<file path="config.mk">
export PLATFORM = sky130hd
export DESIGN_NAME = cache_top
export DESIGN_NICKNAME = d
export VERILOG_FILES = /design/src/rtl/cache_pkg.sv /design/src/rtl/tag_cam.sv /design/src/rtl/plru_tree.sv /design/src/rtl/cache_mem.sv /design/src/rtl/victim_cache.sv /design/src/rtl/cache_top.sv
export VERILOG_INCLUDE_DIRS = /design/src /design/src/rtl
export SDC_FILE = /design/constraint.sdc
export NUM_CORES = 2
export LEC_CHECK = 0
export BUFFER_PORTS_ARGS = -buffer_cell sky130_fd_sc_hd__buf_4
export CORE_AREA = 3 3 464 466
export CTS_BUF_LIST = sky130_fd_sc_hd__clkbuf_2 sky130_fd_sc_hd__clkbuf_4 sky130_fd_sc_hd__clkbuf_8
export DETAILED_ROUTE_END_ITERATION = 16
export DIE_AREA = 0 0 467 469
export GPL_ROUTABILITY_DRIVEN = 0
export PLACE_DENSITY = 0.72
export SLEW_MARGIN = 10
export SYNTH_ARGS = -nofsm -noshare
export SYNTH_HDL_FRONTEND = slang
export SYNTH_HIERARCHICAL = 1
export SYNTH_SLANG_ARGS = --single-unit
</file>
<file path="constraint.sdc">
create_clock -name clock -period 14.5 [get_ports clock]
set_clock_uncertainty 0.15 [all_clocks]
set_input_delay 2.9 -clock clock [delete_from_list [all_inputs] [get_ports clock]]
set_output_delay 2.9 -clock clock [all_outputs]
set_load 0.1 [all_outputs]
</file>
<file path="src/rtl/cache_defs.svh">
// cache geometry

`ifndef CACHE_DEFS_SVH
`define CACHE_DEFS_SVH

// main array shape
`define NUM_SETS 8
`define NUM_WAYS 4
`define NUM_SET_BITS 3
`define NUM_WAY_BITS 2

// address tag width
`define NUM_TAG_BITS 10

// data word per line
`define LINE_BITS 64

// fully associative victim store
`define NUM_VICTIMS 4

`endif

</file>
<file path="src/rtl/cache_pkg.sv">
// cache types

`include "cache_defs.svh"

package cache_pkg;

	typedef struct packed {
		logic [`LINE_BITS-1:0] data;
		logic [`NUM_TAG_BITS-1:0] tag;
		logic valid;
		logic dirty;
	} cache_line_t;

	// one set, way 0 in the low bits
	typedef cache_line_t [`NUM_WAYS-1:0] cache_set_t;

	typedef struct packed {
		logic en;
		logic [`NUM_SET_BITS-1:0] idx;
		logic [`NUM_TAG_BITS-1:0] tag;
	} rd_req_t;

	typedef struct packed {
		logic en;
		logic [`NUM_SET_BITS-1:0] idx;
		logic [`NUM_TAG_BITS-1:0] tag;
		logic [`LINE_BITS-1:0] data;
		logic dirty;
	} wr_req_t;

	// displaced line, also used for writeback
	typedef struct packed {
		logic valid;
		logic [`NUM_SET_BITS-1:0] idx;
		cache_line_t line;
	} victim_t;

	typedef struct packed {
		logic valid;
		logic [`NUM_SET_BITS-1:0] idx;
		logic [`NUM_TAG_BITS-1:0] tag;
	} miss_t;

	typedef struct packed {
		logic valid;
		logic [`LINE_BITS-1:0] data;
		logic from_victim;
	} rd_resp_t;

endpackage

</file>
<file path="src/rtl/tag_cam.sv">
// set tag compare

`timescale 1ns/1ns

`include "cache_defs.svh"

module tag_cam (
	input logic [`NUM_WAYS-1:0][`NUM_TAG_BITS-1:0] set_tags,
	input logic [`NUM_WAYS-1:0] set_valid,
	input logic [`NUM_TAG_BITS-1:0] tag,
	output logic hit,
	output logic [`NUM_WAY_BITS-1:0] way
);

	logic [`NUM_WAYS-1:0] match;

	// only valid ways can hit
	always_comb begin
		for (int i = 0; i < `NUM_WAYS; i++) begin
			match[i] = set_valid[i] && (set_tags[i] == tag);
		end
	end

	// lowest matching way wins
	always_comb begin
		hit = |match;
		way = '0;
		for (int i = `NUM_WAYS - 1; i >= 0; i--) begin
			if (match[i]) begin
				way = `NUM_WAY_BITS'(i);
			end
		end
	end

endmodule

</file>
<file path="src/rtl/plru_tree.sv">
// tree pseudo-lru

`timescale 1ns/1ns

`include "cache_defs.svh"

module plru_tree (
	input logic clock,
	input logic reset,
	input logic rd_touch,
	input logic [`NUM_SET_BITS-1:0] rd_idx,
	input logic [`NUM_WAY_BITS-1:0] rd_way,
	input logic wr_touch,
	input logic [`NUM_SET_BITS-1:0] wr_idx,
	input logic [`NUM_WAY_BITS-1:0] wr_way,
	input logic [`NUM_SET_BITS-1:0] repl_idx,
	output logic [`NUM_WAY_BITS-1:0] repl_way
);

	// heap order, node n has children 2n+1 (left) and 2n+2 (right)
	logic [`NUM_SETS-1:0][`NUM_WAYS-2:0] bits;
	logic [`NUM_SETS-1:0][`NUM_WAYS-2:0] bits_next;

	// point every node on the path away from the touched way
	function automatic logic [`NUM_WAYS-2:0] touch(
		input logic [`NUM_WAYS-2:0] cur,
		input logic [`NUM_WAY_BITS-1:0] way
	);
		logic [`NUM_WAYS-2:0] res;
		int node;
		logic dir;

		res = cur;
		node = 0;
		for (int lvl = 0; lvl < `NUM_WAY_BITS; lvl++) begin
			dir = way[`NUM_WAY_BITS-1-lvl];
			res[node] = ~dir;
			node = 2 * node + 1 + int'(dir);
		end
		return res;
	endfunction

	// write touch lands on top of the read touch
	always_comb begin
		bits_next = bits;
		if (rd_touch) begin
			bits_next[rd_idx] = touch(bits_next[rd_idx], rd_way);
		end
		if (wr_touch) begin
			bits_next[wr_idx] = touch(bits_next[wr_idx], wr_way);
		end
	end

	// walk from the root, 0 goes left to the lower ways
	always_comb begin : repl_walk
		int node;
		logic dir;

		node = 0;
		repl_way = '0;
		for (int lvl = 0; lvl < `NUM_WAY_BITS; lvl++) begin
			dir = bits[repl_idx][node];
			repl_way[`NUM_WAY_BITS-1-lvl] = dir;
			node = 2 * node + 1 + int'(dir);
		end
	end

	always_ff @(posedge clock) begin
		if (reset) begin
			bits <= '0;
		end else begin
			bits <= bits_next;
		end
	end

endmodule

</file>
<file path="src/rtl/cache_mem.sv">
// main cache array

`timescale 1ns/1ns

`include "cache_defs.svh"

module cache_mem import cache_pkg::*; (
	input logic clock,
	input logic reset,
	input rd_req_t rd_req,
	input wr_req_t wr_req,
	output rd_resp_t main_resp,
	output miss_t rd_miss,
	output victim_t evict
);

	cache_set_t [`NUM_SETS-1:0] sets;

	logic [`NUM_WAYS-1:0][`NUM_TAG_BITS-1:0] rd_tags;
	logic [`NUM_WAYS-1:0][`NUM_TAG_BITS-1:0] wr_tags;
	logic [`NUM_WAYS-1:0] rd_valid;
	logic [`NUM_WAYS-1:0] wr_valid;

	logic rd_hit;
	logic wr_hit;
	logic [`NUM_WAY_BITS-1:0] rd_way;
	logic [`NUM_WAY_BITS-1:0] wr_way;
	logic [`NUM_WAY_BITS-1:0] repl_way;
	logic [`NUM_WAY_BITS-1:0] inv_way;
	logic [`NUM_WAY_BITS-1:0] fill_way;
	logic has_inv;
	logic fwd;

	for (genvar i = 0; i < `NUM_WAYS; i++) begin : g_way
		assign rd_tags[i] = sets[rd_req.idx][i].tag;
		assign rd_valid[i] = sets[rd_req.idx][i].valid;
		assign wr_tags[i] = sets[wr_req.idx][i].tag;
		assign wr_valid[i] = sets[wr_req.idx][i].valid;
	end

	tag_cam read_cam (
		.set_tags(rd_tags),
		.set_valid(rd_valid),
		.tag(rd_req.tag),
		.hit(rd_hit),
		.way(rd_way)
	);

	tag_cam write_cam (
		.set_tags(wr_tags),
		.set_valid(wr_valid),
		.tag(wr_req.tag),
		.hit(wr_hit),
		.way(wr_way)
	);

	plru_tree u_plru (
		.clock(clock),
		.reset(reset),
		.rd_touch(rd_req.en && rd_hit),
		.rd_idx(rd_req.idx),
		.rd_way(rd_way),
		.wr_touch(wr_req.en),
		.wr_idx(wr_req.idx),
		.wr_way(fill_way),
		.repl_idx(wr_req.idx),
		.repl_way(repl_way)
	);

	// lowest invalid way in the write set
	always_comb begin
		has_inv = ~&wr_valid;
		inv_way = '0;
		for (int i = `NUM_WAYS - 1; i >= 0; i--) begin
			if (!wr_valid[i]) begin
				inv_way = `NUM_WAY_BITS'(i);
			end
		end
	end

	always_comb begin
		if (wr_hit) begin
			fill_way = wr_way;
		end else if (has_inv) begin
			fill_way = inv_way;
		end else begin
			fill_way = repl_way;
		end
	end

	// same-cycle write to the read line wins
	assign fwd = rd_req.en && wr_req.en && (rd_req.idx == wr_req.idx) &&
		(rd_req.tag == wr_req.tag);

	always_comb begin
		main_resp.valid = fwd || (rd_req.en && rd_hit);
		main_resp.data = fwd ? wr_req.data : sets[rd_req.idx][rd_way].data;
		main_resp.from_victim = 1'b0;
	end

	always_comb begin
		rd_miss.valid = rd_req.en && !main_resp.valid;
		rd_miss.idx = rd_req.idx;
		rd_miss.tag = rd_req.tag;
	end

	// a miss into a full set pushes out a valid line
	always_comb begin
		evict.valid = wr_req.en && !wr_hit && !has_inv;
		evict.idx = wr_req.idx;
		evict.line = sets[wr_req.idx][fill_way];
	end

	always_ff @(posedge clock) begin
		if (reset) begin
			for (int s = 0; s < `NUM_SETS; s++) begin
				for (int w = 0; w < `NUM_WAYS; w++) begin
					sets[s][w].valid <= 1'b0;
				end
			end
		end else if (wr_req.en) begin
			sets[wr_req.idx][fill_way] <= '{
				data: wr_req.data,
				tag: wr_req.tag,
				valid: 1'b1,
				dirty: wr_req.dirty
			};
		end
	end

endmodule

</file>
<file path="src/rtl/victim_cache.sv">
// victim cache

`timescale 1ns/1ns

`include "cache_defs.svh"

module victim_cache import cache_pkg::*; (
	input logic clock,
	input logic reset,
	input wr_req_t wr_req,
	input rd_req_t rd_req,
	input rd_resp_t main_resp,
	input miss_t rd_miss,
	input victim_t evict,
	output rd_resp_t rd_resp,
	output miss_t miss,
	output victim_t writeback
);

	localparam int PTR_BITS = $clog2(`NUM_VICTIMS);

	logic [`NUM_VICTIMS-1:0][`NUM_SET_BITS-1:0] ent_idx;
	cache_line_t [`NUM_VICTIMS-1:0] ent_line;
	logic [PTR_BITS-1:0] wr_ptr;
	logic [PTR_BITS:0] count;

	logic [`NUM_VICTIMS-1:0] rd_match;
	logic [`NUM_VICTIMS-1:0] inval;
	logic [`LINE_BITS-1:0] hit_data;
	logic vhit;
	logic full;

	always_comb begin
		for (int i = 0; i < `NUM_VICTIMS; i++) begin
			rd_match[i] = ent_line[i].valid && (ent_idx[i] == rd_req.idx) &&
				(ent_line[i].tag == rd_req.tag);
			inval[i] = wr_req.en && ent_line[i].valid && (ent_idx[i] == wr_req.idx) &&
				(ent_line[i].tag == wr_req.tag);
		end
	end

	always_comb begin
		hit_data = ent_line[0].data;
		for (int i = `NUM_VICTIMS - 1; i >= 0; i--) begin
			if (rd_match[i]) begin
				hit_data = ent_line[i].data;
			end
		end
	end

	assign vhit = rd_req.en && (|rd_match);

	// array answer first, victim only on an array miss
	always_comb begin
		if (main_resp.valid) begin
			rd_resp = main_resp;
		end else begin
			rd_resp = '{valid: vhit, data: hit_data, from_victim: 1'b1};
		end
	end

	always_comb begin
		miss.valid = rd_miss.valid && !vhit;
		miss.idx = rd_miss.idx;
		miss.tag = rd_miss.tag;
	end

	assign full = (count == (PTR_BITS + 1)'(`NUM_VICTIMS));

	// oldest entry drops out, only dirty survivors go back
	always_comb begin
		writeback.valid = evict.valid && full && ent_line[wr_ptr].valid &&
			ent_line[wr_ptr].dirty && !inval[wr_ptr];
		writeback.idx = ent_idx[wr_ptr];
		writeback.line = ent_line[wr_ptr];
	end

	always_ff @(posedge clock) begin
		if (reset) begin
			for (int i = 0; i < `NUM_VICTIMS; i++) begin
				ent_line[i].valid <= 1'b0;
			end
			wr_ptr <= '0;
			count <= '0;
		end else begin
			for (int i = 0; i < `NUM_VICTIMS; i++) begin
				if (inval[i]) begin
					ent_line[i].valid <= 1'b0;
				end
			end
			if (evict.valid) begin
				ent_idx[wr_ptr] <= evict.idx;
				ent_line[wr_ptr] <= evict.line;
				wr_ptr <= wr_ptr + 1'b1;
				if (!full) begin
					count <= count + 1'b1;
				end
			end
		end
	end

endmodule

</file>
<file path="src/rtl/cache_top.sv">
// cache top level

`timescale 1ns/1ns

module cache_top import cache_pkg::*; (
	input logic clock,
	input logic reset,
	input rd_req_t rd_req,
	input wr_req_t wr_req,
	output rd_resp_t rd_resp,
	output miss_t miss,
	output victim_t writeback
);

	rd_resp_t main_resp;
	miss_t rd_miss;
	victim_t evict;

	cache_mem u_mem (
		.clock(clock),
		.reset(reset),
		.rd_req(rd_req),
		.wr_req(wr_req),
		.main_resp(main_resp),
		.rd_miss(rd_miss),
		.evict(evict)
	);

	// catches displaced lines and serves array misses
	victim_cache u_victim (
		.clock(clock),
		.reset(reset),
		.wr_req(wr_req),
		.rd_req(rd_req),
		.main_resp(main_resp),
		.rd_miss(rd_miss),
		.evict(evict),
		.rd_resp(rd_resp),
		.miss(miss),
		.writeback(writeback)
	);

endmodule

</file>
==> results.toml <==
[logic_synthesis]
synth.most_common_cell = "edfxtp_1"
synth.avg_cell_area_um2 = 16.8
ys_ff_latch = 2777
synth-main-ff-cell = "edfxtp_1"
synth_top_cell_area_share_pct = 64.3
ys_seq_area_share_pct = 65.3
synth_nets = 7619
synth_top_cell_by_area = "edfxtp_1"
async_flop_share_pct = 0
synth_edf_count = 2712
synthTopCellsByArea = "edfxtp_1, mux4_2, a22oi_1"
yosys.cell_types.count = 84
yosysWarnings = 6
syn_inst = 7518
synth.top_cells.by_count = "edfxtp_1, a22oi_1, mux4_2"
netlist_area_um2 = 127000

[placed_design]
dp_slack_ns = 2.18
hpwl_mm = 223
numPlacedInstances = 10063
io_buffer_count = 254

[clock_tree]
worstSkewPairLatency_ns = 1.15
path_clk_slew_ns = 0.07
postCtsSetupBuffers = 0
clockRootBuffer = "clkbuf_8"
hold_buffers = 0
cts_tree = "built"
cts_sinks = 2777
htreeDepth = 5
cts_buffers = 446
clock_path_buffers = 4
cts_resized = 0

[power_and_ir_drop]
power_density_nw_per_um2 = 119
power_frac_seq_pct = 53.1
swShare_pct = 23.3
p_int_uw = 12800
p_switching_uw = 3890
p_leak_uw = 0.0428
ir_drop_mv = 0.106
clock_power_share_pct = 39.4
total_power_uw = 16700
combPwrFrac_pct = 7.4

[route]
wl_per_cell_um = 39.3
wl_mm = 428
vias_per_cell = 7.88
vias = 85783
drc_errors = 0
firstDrtPassIters = 6
drt_iter0_drc = 15827
antenna_left = 0

[setup_path]
endpoint_kind = "primary output"
crit_chain = "buf_8 > buf_4 > mux4_2 > mux2_2 > xnor2_1 > nand4_1 > or3_1 > a21oi_1 > nor2_4 > buf_12 > mux4_2 > mux2i_1 > a21oi_1 > nand2b_1 > o31ai_1 > a31oi_1 > buf_4"
worstPathArrival_ns = 9.63
r2r_cells = 15
slowest_stage = "nor2_4"
critPathMaxStageDelay_ns = 1.03
required_ns = 11.45
critPathMaxFanout = 75
critPathLaunchType = "input pin"
crit-reg2reg-capture = "u_mem/sets[131]$_DFFE_PP_"
crit_type = "in -> out"
r2r-start = "u_mem/sets[2]$_DFFE_PP_"
rrSetupSlack_ns = 8.37

[final_layout]
nFillCells = 14099
fin_nets = 7791
drive_above_1_share_pct = 25.8
area_growth_pct = 10.4
multi_input_area_um2 = 41000
seq_area_um2 = 82700
layout.cells.non_filler = 10893

[sta]
hold_slack_ns = 0.342
fin_ws_ns = 1.82
setup_violations = 0
hold_viol = 0
slew_violations = 0
max_freq_ghz = 0.0789
tightest_slew_ns = 1.41
slew_headroom_pct = 5.74
final.setup.tns_ns = 0
rsz0062_at_grt = "false"
fin_crit_ns = 12.68
period_share_pct = 87.4

[global_route]
grt_antenna_before_repair = 43
grt.total_usage_pct = 38.5
grt_pass1_vias = 83393
grt-ovfl-total = 0
grt_max_degree = 145
grt_pass1_wl_mm = 600

[die]
rows = 169
fp.dieH_um = 469
initial_core_util_pct = 59.8
dieWidth_um = 467
core_um2 = 212000
dieArea_um2 = 219000
ioPinCount = 255

[job]
max_cap_viol_count = 0

[run_status]
status = "completed"

[min_path]
whs_endpoint = "u_mem/sets[1369]$_SDFFE_PP0P_"
hp-class = "reg -> reg"
hold-path-cell-count = 2
min_from = "u_mem/sets[1369]$_SDFFE_PP0P_"
-- power groups by stage --
stage                     registers, uW  logic (uW)  clock network (uW)
after floorplan                    9040         701                   0
after global placement             9040        1160                   0
after CTS                          8870        1180                6620
after global routing               8870        1270                7000
final                              8870        1240                6580
after detailed placement           9040        1180                   0
-- stage by stage --
| stage | util [%] | cell area, um^2 |
|---|---|---|
| global route | 66.0 | 140000 |
| floorplan | - | 127000 |
| CTS | 66.0 | 140000 |
| global placement | 62.0 | 131000 |
| detailed placement | 62.0 | 131000 |
| finish | 66.1 | 140000 |
-- worst max-delay path, delay by kind of cell --
kind                   cells  cell delay, ns
buffers and inverters      4            1.98
AND/OR/NAND/NOR            4            1.60
AO/OA/AOI/OAI              4            1.49
XOR/XNOR                   1            0.13
multiplexers               4            1.23
-- placed cells by master (no fill, tap or decap), types with 24 or more instances in the layout --
master and instances:
clkinv_1 126, nor2_4 37, buf_12 42, a22oi_1 1093
edfxtp_1 2712, a221oi_1 66, nand2_1 205, mux2_2 51
a31oi_1 144, nand3_1 88, o21a_1 50, inv_1 31
dfxtp_1 63, buf_4 384, a221o_1 68, clkbuf_4 114
o21ai_0 107, a21oi_1 79, clkbuf_8 454, a22o_1 138
diode_2 50, nand2b_1 24, mux2i_1 81, mux4_2 819
o21ai_1 87, xnor2_1 176, nand4_1 277, nor2_1 173
clkinv_2 58
-- worst max path at each step --
stage	from	end	slack (ns)	cells past startpoint
3_5_place_dp	rd_req[10]	rd_resp[63]	2.18	16
6_report	rd_req[10]	rd_resp[48]	1.82	17
3_3_place_gp	rd_req[10]	rd_resp[63]	2.25	16
4_1_cts	rd_req[10]	rd_resp[63]	2.17	16
5_1_grt	rd_req[10]	rd_resp[63]	1.73	16
2_1_floorplan	rd_req[10]	rd_resp[46]	2.50	20
-- metal layers --
| layer | wire length, um | track usage, % |
|---|---|---|
| met1 | 140000 | 50.2 |
| met2 | 188000 | 56.1 |
| met3 | 79100 | 17.5 |
| met4 | 19600 | 16.6 |
| met5 | 787 | 1.17 |
-- flip-flops by register name (all words and copies together) (netlist names) --
| signal | count |
|---|---|
| u_victim/ent_idx | 12 |
| u_mem/u_plru/bits | 24 |
| u_victim/count | 3 |
| u_victim/wr_ptr | 2 |
| u_mem/sets | 2432 |
| u_victim/ent_line | 304 |
-- kinds of logic after synthesis --
kind of cell | Yosys count | synth area share [%]
AO/OA/AOI/OAI | 1953 | 11.3
XOR/XNOR | 197 | 1.42
adder cells (fa/ha/maj) | 6 | 0.0593
buffers and inverters | 740 | 2.59
flip-flops | 2777 | 65.3
multiplexers | 953 | 15.7
other | 1 | 0.00296
AND/OR/NAND/NOR | 891 | 3.60
-- cell type report --
type                    count  area share, %
flip-flops and latches   2777           59.2
multi-input cells        4001           29.3
clock buffers             568           5.08
repair buffers            429           2.70
well taps                2821           2.52
clock inverters           212           1.01
inverters                  35         0.0940
diodes                     50         0.0895
(Power assumes the default switching activity.)
